`config.mk`:
```
export PLATFORM = sky130hd
export DESIGN_NAME = ex_result_merge
export DESIGN_NICKNAME = d
export VERILOG_FILES = /design/src/ex_pkg.sv /design/src/ex_result_merge.sv
export SDC_FILE = /design/constraint.sdc
export NUM_CORES = 1
export LEC_CHECK = 0
export BUFFER_PORTS_ARGS = -buffer_cell sky130_fd_sc_hd__buf_2
export CAP_MARGIN = 10
export CORE_AREA = 2 2 531 533
export DETAILED_ROUTE_END_ITERATION = 10
export DIE_AREA = 0 0 533 535
export PLACE_DENSITY = 0.3
export SYNTH_ARGS = -nofsm -noshare
export SYNTH_HDL_FRONTEND = slang
export SYNTH_SLANG_ARGS = --single-unit
```
`constraint.sdc`:
```
create_clock -name clk -period 0.9 [get_ports clk]
set_input_delay 0.18 -clock clk [delete_from_list [all_inputs] [get_ports clk]]
set_output_delay 0.18 -clock clk [all_outputs]
set_load 0.05 [all_outputs]
```
`src/ex_pkg.sv`:
```
`default_nettype none

package ex_pkg;

	localparam int LINE_BITS = 256;
	localparam int LINE_BYTES = LINE_BITS / 8;
	localparam int OFFSET_BITS = $clog2(LINE_BYTES);
	localparam int ADDR_BITS = 32;
	localparam int PC_BITS = 64;
	localparam int SCALAR_BITS = 64;

	// encoding doubles as log2 of the element byte count
	typedef enum logic [1:0]
	{
		sz8,
		sz16,
		sz32,
		sz64
	} int_size_e;

	typedef enum logic [1:0]
	{
		op_insert,
		op_btru,
		op_bfal,
		op_jmp
	} ex_op_e;

	typedef struct packed
	{
		logic [ADDR_BITS-1:0] base_addr;
		logic [LINE_BITS-1:0] data;
		logic [OFFSET_BITS-1:0] data_offset;
		int_size_e int_size;
	} lar_operand_t;

	typedef struct packed
	{
		logic valid;
		ex_op_e op;
		logic [PC_BITS-1:0] pc;
		logic signed [PC_BITS-1:0] imm;
		lar_operand_t ddest;
		lar_operand_t dsrc0;
	} ex_instr_t;

	// stage 2 to stage 3
	typedef struct packed
	{
		logic valid;
		ex_op_e op;
		logic [PC_BITS-1:0] pc;
		logic signed [PC_BITS-1:0] imm;
		logic [ADDR_BITS-1:0] dest_addr;
		logic [LINE_BITS-1:0] dest_data;
		logic [LINE_BITS-1:0] rotated;
		logic [LINE_BITS-1:0] mask;
		logic [SCALAR_BITS-1:0] scalar;
	} ex_align_t;

	typedef struct packed
	{
		logic valid;
		logic [ADDR_BITS-1:0] base_addr;
		logic [LINE_BITS-1:0] data;
	} ex_result_t;

	typedef struct packed
	{
		logic valid;
		logic [PC_BITS-1:0] target_pc;
	} ex_branch_t;

endpackage

`default_nettype wire
```
`src/ex_result_merge.sv`:
```
`default_nettype none
`timescale 1ns/1ps

module ex_result_merge
(
	input logic clk,
	input logic arst_n,
	input ex_pkg::ex_align_t align_in,
	output ex_pkg::ex_result_t wb,
	output ex_pkg::ex_branch_t branch
);
	import ex_pkg::*;

	ex_result_t wb_next;
	ex_branch_t branch_next;
	logic [PC_BITS-1:0] taken_pc;

	assign taken_pc = align_in.pc + align_in.imm;

	always_comb
	begin
		wb_next.valid = 1'b0;
		wb_next.base_addr = align_in.dest_addr;
		wb_next.data = (align_in.dest_data & ~align_in.mask)
			| (align_in.rotated & align_in.mask);
		branch_next.valid = 1'b0;
		branch_next.target_pc = align_in.pc;

		case (align_in.op)
			op_insert: wb_next.valid = align_in.valid;
			op_btru:
			begin
				branch_next.valid = align_in.valid;
				if (align_in.scalar != '0)
					branch_next.target_pc = taken_pc;
			end
			op_bfal:
			begin
				branch_next.valid = align_in.valid;
				if (align_in.scalar == '0)
					branch_next.target_pc = taken_pc;
			end
			op_jmp:
			begin
				branch_next.valid = align_in.valid;
				branch_next.target_pc = PC_BITS'(align_in.scalar);
			end
		endcase
	end

	always_ff @(posedge clk or negedge arst_n)
	begin
		if (!arst_n)
		begin
			wb <= '0;
			branch <= '0;
		end
		else
		begin
			wb <= wb_next;
			branch <= branch_next;
		end
	end

endmodule

`default_nettype wire

```
After elaboration in Yosys (flattened, before gate mapping)
Index checks and enable logic that the tools add are counted.
{"block": "op_classes", "reduce_logical": 3, "n_bitwise": 4, "mux": 4, "add_sub_neg": 1, "eq_ne": 3}
{"op": "$and A256 B256 Y256", "count": 2}
{"op": "$not A256 Y256", "count": 1}
{"op": "$or A256 B256 Y256", "count": 1}
{"op": "$pmux W65 S3", "count": 1}
{"op": "$mux W64", "count": 2}
{"op": "$add A64 B64 Y64", "count": 1}
{"op": "$logic_not A64 Y1", "count": 1}
{"op": "$reduce_bool A64 Y1", "count": 1}
{"op": "$eq A2 B2 Y1 const B", "count": 2}
{"op": "$eq A2 B1 Y1 const B", "count": 1}
{"op": "$logic_not A2 Y1", "count": 1}
{"op": "$mux W1", "count": 1}
{"block": "word_totals", "wordCells": 20, "inputBits": 997, "out_inout_bits": 354, "reg_bits": 354}

Longest topological paths before layout
{"block": "logic_depth", "ltp_word": 3, "depth_mapped": 13, "mapped_depth_nobuf": 13}

Worst setup path before layout
Ideal clock, no wire load.
{"block": "synth_path", "kind": "input to register", "start": "input align_in[864] (netlist bit)", "end": "register branch[62] (netlist bit)", "cell_stages": 13, "required_time_ps": 770, "path_slack_ps": -2037, "setup_time_ps": 130, "arrival_ps": 2807, "cell_sequence": "ha_1 > fa_1 > a21o_1 > a31o_4 > a31oi_4 > o21a_4 > o31a_4 > a21oi_2 > a41o_1 > and3b_1 > a2111oi_2 > xor2_1 > a21oi_1"}
{"element": "start, declared", "line": "ex_result_merge.sv:8", "source": "input ex_pkg::ex_align_t align_in,"}
{"element": "end signal, assigned", "line": "ex_result_merge.sv:61", "source": "branch <= branch_next;"}
{"element": "end, declared", "line": "ex_result_merge.sv:10", "source": "output ex_pkg::ex_branch_t branch"}

==> impl_metrics.toml <==
[outcome]
status = "finished, violations left"
violations = "setup timing"

[yosys]
synth.avg_cell_area_um2 = 11.55
synth_seq_area_share = 0.4974
synthCells = 1542
yosysTopAreaCellShare = 0.4974
synth-seq-cells = 354
synth_area_mm2 = 0.01781
yosysUniqueCellTypes = 73
yosys_warnings = 0
synth-edff-count = 0
synth.area.top_cells = "dfrtp_1 (50%), mux2_2 (16%), ha_1 (4.4%)"
async_reset_ff_frac = 1.000
synth_top_area_cell = "dfrtp_1"
ys.flop_type = "dfrtp_1"
synth_nets = 2603

[clock_tree]
cts_buffer_depth = 3
cts.sinks = 354
cts_tree = "yes"
cts_buffers = 56
cts.htree.levels = 2
cts.clk_slew.worst_paths_ns = 0.05
root_buffer = "clkbuf_16"

[floorplan]
fp.dieArea_mm2 = 0.2852
start_util = 0.06385
core_mm2 = 0.2789
die_w_um = 533
die_h_um = 535
rows = 194
ios = 1351

[detailed_routing]
firstDrtPassIters = 5
drt_iter0_drc = 1233
wl_um = 240500
ant_nets = 0
drc = 0
vias = 25560
wire_per_inst_um = 29.67
vias_per_cell = 3.154

[placed_design]
io_buffers = 1350
dp_hpwl_um = 209700
placedCellCount = 6984
place_congestion = 0.9240

[global_route]
antenna_found_initial = 169
grt_overflow = 0
grt_usage = 0.1628
grt_max_degree = 43
grt_pass1_vias = 27920
grt_pass1_wl_um = 301000

[setup_path]
crit_fanout = 4
endpoint_kind = "flop"
max_stage_delay_ns = 0.35
crit_chain = "buf_8 -> ha_4 -> nand4_1 -> buf_12 -> nor4_4 -> buf_6 -> nor2_4 -> a21oi_4 -> o41ai_4 -> o31ai_4 -> buf_12 -> a21o_4 -> nand4_4 -> o311ai_4 -> o221a_1 -> a22oi_1"
worstSetupPathType = "in2reg"
cp.arrival_ns = 3.26
required_ns = 1.46
path_common_cell = "buf_12"
start_kind = "input port"
cpMaxStageDelayCell = "nand4_1"

[sta]
fin_crit_sh = 3.003
min_period_ns = 2.702
whs_ns = 0.01501
slew_headroom = 0.6254
setup_viol = 424
max_freq_ghz = 0.3700
timing.final.ws_setup_ns = -1.802
rsz0062_at_grt = "true"
final_max_slew_viol_count = 0
worst_pin_slew_ns = 0.5601
hold_violations = 0

[finish]
nets = 5345
utilization = 0.1826
final_cell_mix = "buf_2 (978), dlygate4sd3_1 (926), buf_4 (397)"
stdcell_count = 8106
drive_above_1_share = 0.5604
fill_cells = 30720
final_common_cell = "buf_2"
syn2layout_area_growth_pct = 185.9

[min_path]
hold_path.class = "in2reg"
whs_path_depth = 4
hold-path-endpoint = "branch[1]$_DFF_PN0_"
holdCritStartpoint = "align_in[865]"

[job]
max-cap-violations = 0

[pwr]
vdd_ir_drop_max_uv = 1745
p_leak_nw = 22.10
p_per_area_mw_per_mm2 = 1405
-- critical path, delay by kind of cell --
family | cells | cell delay [ns]
AOI/OAI and AO/OA | 7 | 1.29
adders and majority gates | 1 | 0.28
buffers and inverters | 4 | 0.72
and+or+nand+nor | 4 | 0.76
-- worst max-delay path by stage --
stage | startpoint | end | slack [ns] | depth (start not counted)
floorplan | align_in[864] | branch[34]$_DFF_PN0_ | -1.82 | 13
global placement | align_in[936] | branch[55]$_DFF_PN0_ | -2.94 | 17
detailed placement | align_in[936] | branch[63]$_DFF_PN0_ | -2.95 | 17
CTS | align_in[872] | branch[61]$_DFF_PN0_ | -1.82 | 15
global route | align_in[936] | branch[63]$_DFF_PN0_ | -1.81 | 16
finish | align_in[936] | branch[63]$_DFF_PN0_ | -1.80 | 16
-- timing repair --
action | CTS | global route
endpoints found under the setup margin | 418 | 424
pin swaps | 125 | 92
hold buffers | 924 | 2
setup buffers | 36 | 30
gates cloned | 5 | 1
gates resized for setup | 455 | 83
hold endpoints to repair | 707 | 1
-- routing by layer --
metal	GRT usage	vias to the layer above	wire length [um]
met3	0.05239	421	18890
li1	-	11320	-
met4	0.05620	30	10310
met2	0.2980	1296	123200
met5	0	-	196
met1	0.1743	12500	87890
-- cell usage after synthesis, drive strengths merged, types with 3 or more instances --
library cell  instances
or2                   5
nand2                68
o22ai                53
o21ai                87
a211oi                7
a21o                 38
o311ai                6
nor2b                 8
clkbuf               64
nor4                 21
o21a                 12
nor3                  7
xor2                 22
xnor2                35
o21bai               13
a31oi                20
o31ai                10
nor2                 47
a22oi                 4
o211ai                8
dfrtp               354
nand4                19
buf                   7
o41ai                 3
ha                   63
o22a                 39
nor3b                 6
inv                  18
or3                  48
nand2b                9
and3                  7
o221ai                5
nand3                21
a21oi               123
mux2                257
-- layout make-up --
cell class | count | area, um^2 | share of cell area
antenna | 53 | 132.6 | 0.002605
clock buffer | 74 | 1539 | 0.03022
clock inverter | 29 | 426.7 | 0.008379
inverter | 18 | 67.56 | 0.001327
multi-input combinational | 1100 | 10220 | 0.2007
sequential | 354 | 8911 | 0.1750
tap | 3724 | 4659 | 0.09151
timing repair buffer | 2754 | 24960 | 0.4902
-- sequential cells by signal, indices dropped and copies added (netlist names) --
signal,cells
branch,65
wb,289
-- kinds of logic (layout without fill, tap and decap cells) --
| group | Yosys count | count (layout) | synth area share |
|---|---|---|---|
| buf+inv | 89 | 2875 | 0.01953 |
| mux | 259 | 259 | 0.1636 |
| flops | 354 | 354 | 0.4974 |
| xor+xnor | 57 | 57 | 0.02803 |
| simple gates | 274 | 275 | 0.08010 |
| other cells | 0 | 53 | 0 |
| compound gates | 445 | 445 | 0.1659 |
| fa+ha+maj | 64 | 64 | 0.04539 |
-- metrics by stage --
stage | setup slack, ns | setup TNS [ns] | total power, mW | instance area [um^2]
after floorplan | -1.822 | -87.87 | 27.07 | 18470
after global placement | -2.944 | -152.64 | 42.45 | 37020
after detailed placement | -2.952 | -152.42 | 42.30 | 37020
after CTS | -1.817 | -337.49 | 73.14 | 50280
after global routing | -1.813 | -338.60 | 74.97 | 50880
final | -1.802 | -305.27 | 71.56 | 50920
-- where the power goes --
group | internal (mW) | switching, mW | total (mW)
clock network | 14.1 | 10.1 | 24.2
logic | 13.6 | 15.2 | 28.8
registers | 17.2 | 1.30 | 18.5
Power figures use the tool's default switching activity.
