## src/ex_pkg.sv

```systemverilog
`default_nettype none

package ex_pkg;

	localparam int LINE_BITS = 256;
	localparam int LINE_BYTES = LINE_BITS / 8;
	localparam int OFFSET_BITS = $clog2(LINE_BYTES);
	localparam int ADDR_BITS = 32;
	localparam int PC_BITS = 64;
	localparam int SCALAR_BITS = 64;

	// encoding doubles as log2 of the element byte count
	typedef enum logic [1:0]
	{
		sz8,
		sz16,
		sz32,
		sz64
	} int_size_e;

	typedef enum logic [1:0]
	{
		op_insert,
		op_btru,
		op_bfal,
		op_jmp
	} ex_op_e;

	typedef struct packed
	{
		logic [ADDR_BITS-1:0] base_addr;
		logic [LINE_BITS-1:0] data;
		logic [OFFSET_BITS-1:0] data_offset;
		int_size_e int_size;
	} lar_operand_t;

	typedef struct packed
	{
		logic valid;
		ex_op_e op;
		logic [PC_BITS-1:0] pc;
		logic signed [PC_BITS-1:0] imm;
		lar_operand_t ddest;
		lar_operand_t dsrc0;
	} ex_instr_t;

	// stage 2 to stage 3
	typedef struct packed
	{
		logic valid;
		ex_op_e op;
		logic [PC_BITS-1:0] pc;
		logic signed [PC_BITS-1:0] imm;
		logic [ADDR_BITS-1:0] dest_addr;
		logic [LINE_BITS-1:0] dest_data;
		logic [LINE_BITS-1:0] rotated;
		logic [LINE_BITS-1:0] mask;
		logic [SCALAR_BITS-1:0] scalar;
	} ex_align_t;

	typedef struct packed
	{
		logic valid;
		logic [ADDR_BITS-1:0] base_addr;
		logic [LINE_BITS-1:0] data;
	} ex_result_t;

	typedef struct packed
	{
		logic valid;
		logic [PC_BITS-1:0] target_pc;
	} ex_branch_t;

endpackage

`default_nettype wire
```

## src/ex_lane_align.sv

```systemverilog
`default_nettype none
`timescale 1ns/1ps

module ex_lane_align
(
	input logic clk,
	input logic arst_n,
	input ex_pkg::ex_instr_t fwd_in,
	output ex_pkg::ex_align_t align_out
);
	import ex_pkg::*;

	logic [LINE_BITS-1:0] rotated;
	logic [LINE_BITS-1:0] mask;
	logic [1:0] size_log2;
	logic [OFFSET_BITS-1:0] dst_base;
	logic [LINE_BITS-1:0] dest_field;
	ex_align_t align_next;

	lar_rotate_mask rot0
	(
		.line(fwd_in.dsrc0.data),
		.src_offset(fwd_in.dsrc0.data_offset),
		.dst_offset(fwd_in.ddest.data_offset),
		.int_size(fwd_in.ddest.int_size),
		.rotated(rotated),
		.mask(mask)
	);

	// element-aligned byte position of the destination
	assign size_log2 = fwd_in.ddest.int_size;
	assign dst_base = (fwd_in.ddest.data_offset >> size_log2) << size_log2;
	assign dest_field = (fwd_in.ddest.data & mask) >> {dst_base, 3'b000};

	always_comb
	begin
		align_next.valid = fwd_in.valid;
		align_next.op = fwd_in.op;
		align_next.pc = fwd_in.pc;
		align_next.imm = fwd_in.imm;
		align_next.dest_addr = fwd_in.ddest.base_addr;
		align_next.dest_data = fwd_in.ddest.data;
		align_next.rotated = rotated;
		align_next.mask = mask;
		// masked, so the upper bits are already zero
		align_next.scalar = dest_field[SCALAR_BITS-1:0];
	end

	always_ff @(posedge clk or negedge arst_n)
	begin
		if (!arst_n)
			align_out <= '0;
		else
			align_out <= align_next;
	end

endmodule

`default_nettype wire

```

## src/lar_rotate_mask.sv

```systemverilog
`default_nettype none
`timescale 1ns/1ps

module lar_rotate_mask
(
	input logic [ex_pkg::LINE_BITS-1:0] line,
	input logic [ex_pkg::OFFSET_BITS-1:0] src_offset,
	input logic [ex_pkg::OFFSET_BITS-1:0] dst_offset,
	input ex_pkg::int_size_e int_size,
	output logic [ex_pkg::LINE_BITS-1:0] rotated,
	output logic [ex_pkg::LINE_BITS-1:0] mask
);
	import ex_pkg::*;

	logic [1:0] size_log2;
	logic [OFFSET_BITS-1:0] src_idx;
	logic [OFFSET_BITS-1:0] dst_idx;
	logic [OFFSET_BITS-1:0] idx_wrap;
	logic [OFFSET_BITS-1:0] rot_elems;
	logic [OFFSET_BITS-1:0] rot_bytes;
	logic [OFFSET_BITS-1:0] dst_byte;
	logic [2*LINE_BITS-1:0] doubled;
	logic [LINE_BITS-1:0] elem_ones;

	assign size_log2 = int_size;

	// drop the byte-within-element bits
	assign src_idx = src_offset >> size_log2;
	assign dst_idx = dst_offset >> size_log2;

	// elements per line minus one, always a power of two less one
	assign idx_wrap = OFFSET_BITS'((LINE_BYTES >> size_log2) - 1);
	assign rot_elems = (dst_idx - src_idx) & idx_wrap;
	assign rot_bytes = rot_elems << size_log2;

	// rotate left, upper half of the doubled line
	assign doubled = {line, line} << {rot_bytes, 3'b000};
	assign rotated = doubled[2*LINE_BITS-1 -: LINE_BITS];

	always_comb
	begin
		case (int_size)
			sz8: elem_ones = LINE_BITS'(8'hff);
			sz16: elem_ones = LINE_BITS'(16'hffff);
			sz32: elem_ones = LINE_BITS'(32'hffff_ffff);
			sz64: elem_ones = LINE_BITS'(64'hffff_ffff_ffff_ffff);
		endcase
	end

	assign dst_byte = dst_idx << size_log2;
	assign mask = elem_ones << {dst_byte, 3'b000};

endmodule

`default_nettype wire

```

## config.mk

```make
export PLATFORM = sky130hd
export DESIGN_NAME = ex_lane_align
export DESIGN_NICKNAME = d
export VERILOG_FILES = /design/src/ex_pkg.sv /design/src/ex_lane_align.sv /design/src/lar_rotate_mask.sv
export SDC_FILE = /design/constraint.sdc
export NUM_CORES = 1
export LEC_CHECK = 0
export BUFFER_PORTS_ARGS = -buffer_cell sky130_fd_sc_hd__buf_2
export CAP_MARGIN = 30
export CORE_AREA = 2 2 662 664
export DETAILED_ROUTE_END_ITERATION = 16
export DIE_AREA = 0 0 664 666
export HOLD_SLACK_MARGIN = 0.06
export PLACE_DENSITY = 0.34
export SYNTH_ARGS = -nofsm -noshare
export SYNTH_HDL_FRONTEND = slang
export SYNTH_SLANG_ARGS = --single-unit
export TNS_END_PERCENT = 10
```

## constraint.sdc

```tcl
create_clock -name clk -period 0.8 [get_ports clk]
set_input_delay 0.04 -clock clk [delete_from_list [all_inputs] [get_ports clk]]
set_output_delay 0.04 -clock clk [all_outputs]
set_load 0.005 [all_outputs]
```

Word-level counts from Yosys, hierarchy flattened
Index checks and enable logic that the tools add are counted.
W data, S select, Z words.
- equal/unequal tests: 3
- divide/modulo/power cells: 0
- multiplexer cells: 1
- $add $sub $neg: 2
- reductions and logical operators: 1
- bitwise operators: 2
- multipliers: 0
- shift-type cells: 8
- $lt $le $gt $ge: 0
- operators with widths (operator ; count):
    $pmux W256 S4 ; 1
    $shl A512 B8 Y512 ; 1
    $and A256 B256 Y256 ; 1
    $shl A256 B8 Y256 ; 1
    $shr A256 B8 Y64 ; 1
    $shl A5 B2 Y5 ; 2
    $shr A5 B2 Y5 ; 2
    $shr A6 B2 Y5 const A ; 1
    $and A5 B5 Y5 ; 1
    $sub A5 B2 Y5 const B ; 1
    $sub A5 B5 Y5 ; 1
    $eq A2 B2 Y1 const B ; 2
    $eq A2 B1 Y1 const B ; 1
    $logic_not A2 Y1 ; 1
- memories: 0
- output and inout port bits: 995
- bits in writable memories: 0
- flip-flop bits (word level): 995
- latch bits: 0
- memory bits (read-only): 0

Depth between registers and ports, before layout
Gate-level depths: netlist of the first run.
- word-level depth: 5
- gate-level depth with buffers: 19
- mapped depth without buffers: 13

By module
A second synthesis of the first run with hierarchy kept.
- cells, all modules: 4334
- area total of the unflattened synthesis: 52266.4 µm²
- by module, submodules not included (module ; cells an instance ; area an instance (µm²) ; instances ; seq. area each (µm²)):
    ex_lane_align ; 2505 ; 34933.5 ; 1 ; 24898.9
    lar_rotate_mask ; 1829 ; 17332.9 ; 1 ; 0.0

Least setup slack after synthesis of the first run
No wires, ideal clock.
- path kind: input to register
- start point: input fwd_in[300] (netlist name)
- end point: register align_out[446] (netlist name)
- arrival time: 4.144 ns
- slack: -3.425 ns
- buffers on the path: 8
- setup time: 0.081 ns
- stages on the path: 18
- data required time: 0.719 ns
- cell sequence: buf_2 buf_1 buf_2 buf_2 buf_2 buf_1 mux2i_1 o21ai_0 ha_1 nor2b_1 o21a_1 o21a_1 or4_1 a22oi_1 buf_2 buf_4 mux2_2 mux2i_1
- word-level cells in the longest chain between the ends: 5
- ends and longest elaborated chain (what ; RTL line ; RTL):
    start: declaration ; ex_lane_align.sv:8 ; input ex_pkg::ex_instr_t fwd_in,
    $shr A5 B2 Y5 ; lar_rotate_mask.sv:29 ; assign dst_idx = dst_offset >> size_log2;
    $sub A5 B5 Y5 ; lar_rotate_mask.sv:33 ; assign rot_elems = (dst_idx - src_idx) & idx_wrap;
    $and A5 B5 Y5 ; lar_rotate_mask.sv:33 ;
    $shl A5 B2 Y5 ; lar_rotate_mask.sv:34 ; assign rot_bytes = rot_elems << size_log2;
    $shl A512 B8 Y512 ; lar_rotate_mask.sv:37 ; assign doubled = {line, line} << {rot_bytes, 3'b000};
    named net rot0.doubled[382] ; lar_rotate_mask.sv:22 ; logic [2*LINE_BITS-1:0] doubled;
    end signal: assignment ; ex_lane_align.sv:54 ; align_out <= align_next;
    end: declaration ; ex_lane_align.sv:9 ; output ex_pkg::ex_align_t align_out
The timed path passes the listed nets, and every way through them passes these cells.

Worst setup path in the final report of the first run
- start point: input fwd_in[295] (netlist name)
- end point: register align_out[331] (netlist name)
- word-level cells in the longest chain between the ends: 5
- elaborated cells on any way between the ends: 8
- those cells by class: 2 x add/sub; 5 x shift; 1 x bitwise
- ends and longest elaborated chain (what ; RTL line):
    $shr A5 B2 Y5, or another cell as far along ; lar_rotate_mask.sv:29
    $sub A5 B5 Y5 / $sub A5 B2 Y5 (equally long branches) ; lar_rotate_mask.sv:33, lar_rotate_mask.sv:32
    $and A5 B5 Y5 ; lar_rotate_mask.sv:33
    $shl A5 B2 Y5 (*) ; lar_rotate_mask.sv:34
    $shl A512 B8 Y512 (*) ; lar_rotate_mask.sv:37
    named net rot0.doubled[267] ; lar_rotate_mask.sv:22
The timed path passes the listed nets; every way through them passes the cells marked *.

==> qor.csv, run 1 <==
metric;value;unit
status;complete, but fails checks;
violations;hold timing, setup timing;
clockBufferDepth;4;
syn_nets;4095;
synth_fa_ha_area_share;0.201;%
synth-compound-area-share;8.66;%
final_area;0.0788;mm^2
start_kind;primary input;
hold_slack;-0.170;ns
h-tree-depth;3;
place_congestion;0.916;
ys_async_sr_fraction;100;%
antenna_left;0;
power.share.combinational;41.8;%
relSlewSlack;33.2;%
critical-path-max-stage-delay;0.52;ns
layout_commonest_cell;buf_2;
setup_tns;-1342.46;ns
overflow;0;
crit_arrival;3.51;ns
die_h;666;um
synth_edf_count;0;
vias;44600;
mappedNetlistArea;0.0411;mm^2
switching_share;37.4;%
wl_per_cell;33.9;um
yosysSeqAreaShare;47.0;%
place_worst_setup_slack;-3.60;ns
hold_viol;7;
synth_area_leader_cell;dfrtp_1;
grt_pass1_vias;46200;
synth_cell_type_count;92;
grt_first_pass_wirelength;529000;um
max_freq;361;MHz
synthMuxAreaShare;32.9;%
endpoint_kind;register;
rows;243;
drive_gt1_share;51.3;%
synthTopCellsByArea;dfrtp_1 (47%), mux2i_1 (26%), mux2_2 (7.1%);
dominantRegCellSynth;dfrtp_1;
syn_avg_cell_area;12.2;um^2
placed_area;0.0642;mm^2
worstPathRequired;1.54;ns
period_needed;2.77;ns
dieArea;0.442;mm^2
crit_top_cell;buf_12;
io_pins;1718;
power_frac_clock;28.8;%
dp_hpwl;368000;um
reg_top3;align_out (771);
fillCellCount;48600;
drt-initial-drc-count;2821;
synth_top_family_by_area;multiplexers;
synth-simple-area-share;4.04;%
sequentialPowerShare;29.4;%
fin_ws;-1.97;ns
synth_cells;3366;
path_max_fanout;8;
largest_reg_flops;771;
p_switching;69.3;mW
final_nets;7394;
fin_crit_sh;346;%
cts.clk_slew.worst_paths;0.06;ns
synthXorXnorAreaFrac;0.0640;%
antenna_found_initial;385;
worst_pin_slew;1.00;ns
ir_drop;0.00170;V
vias_per_cell;3.54;
crit_buf_inv;8;
dr.pass1.iters;8;
die_w;664;um
hold_class;in2reg;
power;185;mW
ys_warn_count;0;
maxCapViolCount;0;
cp_slowest_cell;or4_4;
regMostFlops;align_out;
crit_family;buffers and inverters;
start_util;9.42;%
finish.utilization;18.1;%
maxSlewViolCount;0;
wl;427000;um
portBuffers;1683;
synth_top_area_share;47.0;%
finalSetupViolCount;1515;
final_cell_mix;buf_2 (1,649), mux2i_1 (993), buf_4 (979);
place_inst;11500;
grt_max_degree;72;
p_leak;36.0;nW
cts-root-buf;clkbuf_16;
crit_chain;buf_12, buf_8, mux2i_1, o21ai_1, inv_1, ha_1, nor2b_4, o21a_1, o21a_1, or4_4, a22oi_2, buf_12, buf_12, buf_4, buf_6, buf_12, mux2_2, mux2i_1;
core-area;0.436;mm^2
path_class;in2reg;
ys_ff_latch;771;
rsz0062_at_grt;yes;
internal_power;116;mW
area_growth;91.9;%
cts_sinks;771;
drc_errors;0;
grt_usage;18.5;%
powerDensity;2350;mW/mm^2
cts_inserted_buffers;113;
stdcell_count;12600;
cts_tree;yes;
[worst min-delay path: stages]
cell and delay, ns:
buf_2 0.11, a22oi_2 0.11, buf_4 0.16, a41oi_1 0.24
[cell type report]
| cell class | instances | area (um^2) | area share, % |
|---|---|---|---|
| timing repair buffer | 3641 | 27900 | 35.4 |
| tap | 5757 | 7200 | 9.14 |
| clock buffer | 146 | 3130 | 3.97 |
| antenna | 92 | 230 | 0.292 |
| inverter | 16 | 60.1 | 0.0762 |
| multi-input combinational | 2122 | 20300 | 25.8 |
| sequential | 771 | 19300 | 24.5 |
| clock inverter | 59 | 726 | 0.920 |
[cell families (layout without fill, tap and decap cells)]
| group | Yosys count | count (layout) |
|---|---|---|
| compound gates | 457 | 457 |
| xor+xnor | 3 | 3 |
| fa+ha+maj | 6 | 6 |
| buf+inv | 473 | 3862 |
| flops | 771 | 771 |
| mux | 1317 | 1317 |
| other cells | 0 | 92 |
| simple gates | 339 | 339 |
[power groups by stage]
stage / Combinational [mW] / Sequential, mW / Clock, mW
after floorplan: 26.6 / 50.9 / 0
after global placement: 67.9 / 55.7 / 0
after detailed placement: 68.3 / 55.2 / 0
after CTS: 76.0 / 54.8 / 55.5
after global routing: 82.0 / 55.1 / 56.8
final: 77.5 / 54.5 / 53.3
[cells in the mapped netlist (11+ instances only)]
cell and n:
o22ai_1 19, o21ai_0 33, a222oi_1 22, clkbuf_1 51, nand4_1 11, a31oi_1 19
nand2_1 108, nand3_1 30, mux2_2 258, dfrtp_1 771, buf_4 265, nor3_1 31
nand2b_1 13, nor2_1 79, o21a_1 11, buf_2 124, a221o_1 14, mux2i_1 1057
a211oi_1 15, nor2b_1 12, a22o_1 27, and2_1 12, buf_1 16, a22oi_1 66
a21oi_1 74, and3_1 14, a32oi_1 11, a221oi_1 41, inv_1 13
[final timing paths]
path | startpoint | to | slack [ns] | cells past startpoint
setup / recovery | fwd_in[295] | align_out[331] | -1.97 | 18
max in group asynchronous | arst_n | align_out[425] | -0.74 | 5
hold / removal | fwd_in[429] | align_out[47] | -0.17 | 4
min in group asynchronous | arst_n | align_out[715] | 0.03 | 4
[timing repair]
item	4_1_cts	5_1_grt
setup endpoints to repair	1347	1507
pin swaps	10	17
gates resized for setup	195	212
hold endpoints to repair	1393	106
setup buffers	32	4
hold buffers	794	1
gates cloned	11	10
[routing by layer]
layer / track usage (%) / part of all wire, % / vias to the layer above
li1: - / - / 19000
met1: 21.3 / 39 / 22500
met2: 31.6 / 48 / 2057
met3: 6.89 / 8.8 / 784
met4: 5.81 / 3.8 / 210
met5: 0 / 0.31 / -
Power figures use the tool's default switching activity.
==> run 2, diff against run 1 <==
--- a/config.mk
+++ b/config.mk
@@ -11,7 +11,7 @@
 export DETAILED_ROUTE_END_ITERATION = 16
 export DIE_AREA = 0 0 664 666
 export HOLD_SLACK_MARGIN = 0.06
-export PLACE_DENSITY = 0.34
+export RECOVER_POWER = 25
 export SYNTH_ARGS = -nofsm -noshare
 export SYNTH_HDL_FRONTEND = slang
 export SYNTH_SLANG_ARGS = --single-unit
==> qor.csv, run 2 (same netlist as run 1, synthesis figures left out) <==
metric;value;unit
drt-initial-drc-count;4236;
power;186;mW
antenna_found_initial;362;
wl_per_cell;34.7;um
vias_per_cell;3.65;
hold_class;in2reg;
worstPathRequired;1.60;ns
finalSetupViolCount;1736;
worst_pin_slew;0.781;ns
status;complete, but fails checks;
hold_end;align_out[47];
endpoint_kind;register;
start_kind;primary input;
cts.clk_slew.worst_paths;0.07;ns
cts_tree;yes;
whs_path_depth;4;
core-area;0.436;mm^2
drive_gt1_share;52.7;%
cts-root-buf;clkbuf_16;
wl;437000;um
largest_reg_flops;771;
powerDensity;2320;mW/mm^2
dr.pass1.iters;8;
rsz0062_at_grt;yes;
die_w;664;um
h-tree-depth;3;
final_nets;7329;
reg_top3;align_out (771);
cts_sinks;771;
hold_slack;-0.138;ns
grt_max_degree;72;
vias;46000;
violations;hold timing, setup timing;
area_growth;95.5;%
die_h;666;um
fillCellCount;48400;
overflow;0;
cts_inserted_buffers;109;
path_max_fanout;6;
clockBufferDepth;4;
relSlewSlack;47.9;%
drc_errors;0;
final_cell_mix;buf_2 (1,568), buf_4 (832), mux2i_1 (819);
io_pins;1718;
grt_pass1_vias;45900;
grt_usage;18.8;%
start_util;9.42;%
dieArea;0.442;mm^2
place_congestion;0.996;
regMostFlops;align_out;
min-delay-start;fwd_in[429];
maxSlewViolCount;0;
multi_input_area;0.0220;mm^2
seqCellArea;0.0193;mm^2
ir_drop;0.00177;V
period_needed;2.62;ns
dp_hpwl;371000;um
fin_ws;-1.82;ns
p_leak;35.7;nW
hold_viol;5;
rows;243;
maxCapViolCount;0;
antenna_left;0;
setup_tns;-1240.32;ns
fin_crit_sh;328;%
layout_commonest_cell;buf_2;
crit_arrival;3.42;ns
max_freq;381;MHz
portBuffers;1683;
path_class;in2reg;
grt_first_pass_wirelength;535000;um
[run 2: changes by cell type in the layout (fill, tap and decap cells not counted), sizes merged, moves of 3 or more]
cell,delta
buf,-169
clkbuf,+110
diode,+48
dlygate4sd3,-14
clkinvlp,+4
bufinv,-3
inv,+3
[run 2: metal layers]
layer / vias up / share of wire, % / global-route usage [%]
met3: 995 / 10 / 7.58
li1: 19000 / - / -
met2: 2827 / 45 / 30.1
met5: - / 0.28 / 0.271
met1: 23000 / 38 / 21.5
met4: 172 / 7.1 / 9.97
[run 2: layout make-up]
| cell class | instances | area share (%) |
|---|---|---|
| multi-input cells | 2122 | 27.4 |
| flip-flops and latches | 771 | 24.0 |
| inverters | 16 | 0.0795 |
| diodes | 140 | 0.436 |
| clock buffers | 136 | 3.66 |
| clock inverters | 65 | 0.923 |
| repair buffers | 3580 | 34.5 |
| well taps | 5757 | 8.97 |
[run 2: repair_timing]
action / in CTS / in global routing
hold endpoints to repair: 1396 / 26
endpoints found under the setup margin: 1341 / 1404
setup buffers: 54 / 5
pin swaps: 30 / 29
hold buffers: 776 / 5
gates cloned: 22 / 6
resized for setup: 429 / 424
[run 2: worst max-delay path by stage]
stage	from	endpoint	slack, ns	depth (start not counted)
finish	fwd_in[295]	align_out[416]	-1.82	21
floorplan	fwd_in[300]	align_out[381]	-2.64	18
detailed placement	fwd_in[295]	align_out[504]	-3.13	18
global route	fwd_in[295]	align_out[454]	-1.87	19
global placement	fwd_in[296]	align_out[1]	-3.59	14
CTS	fwd_in[295]	align_out[448]	-1.72	21
[run 2: metrics by stage]
| step | cell area (um^2) | hold slack, ns | utilization (%) | setup WS, ns | cells |
|---|---|---|---|---|---|
| 5_1_grt | 80100 | -0.205 | 18.4 | -1.87 | 12500 |
| 4_1_cts | 78300 | -0.197 | 17.9 | -1.72 | 12400 |
| 6_report | 80300 | -0.138 | 18.4 | -1.82 | 12600 |
| 3_5_place_dp | 63800 | -0.104 | 14.6 | -3.13 | 11400 |
| 2_1_floorplan | 41400 | -0.256 | - | -2.64 | 3366 |
| 3_3_place_gp | 63800 | -0.103 | 14.6 | -3.59 | 11400 |
[run 2: power by group]
part	switching [mW]	internal (mW)
clock network	22.0	29.3
registers	6.16	47.0
logic	42.3	39.2
[run 2: worst max-delay path, cell delays in order]
cell	delay (ns)
buf_12	0.12
buf_12	0.13
buf_6	0.11
nor2b_4	0.10
a211oi_2	0.04
a21oi_1	0.16
ha_2	0.23
buf_6	0.10
nor2b_2	0.03
o21a_1	0.17
o21a_1	0.17
or4_4	0.48
a22oi_2	0.17
buf_6	0.15
buf_16	0.14
buf_16	0.17
buf_12	0.16
buf_16	0.13
buf_8	0.12
mux2_4	0.30
mux2i_1	0.15
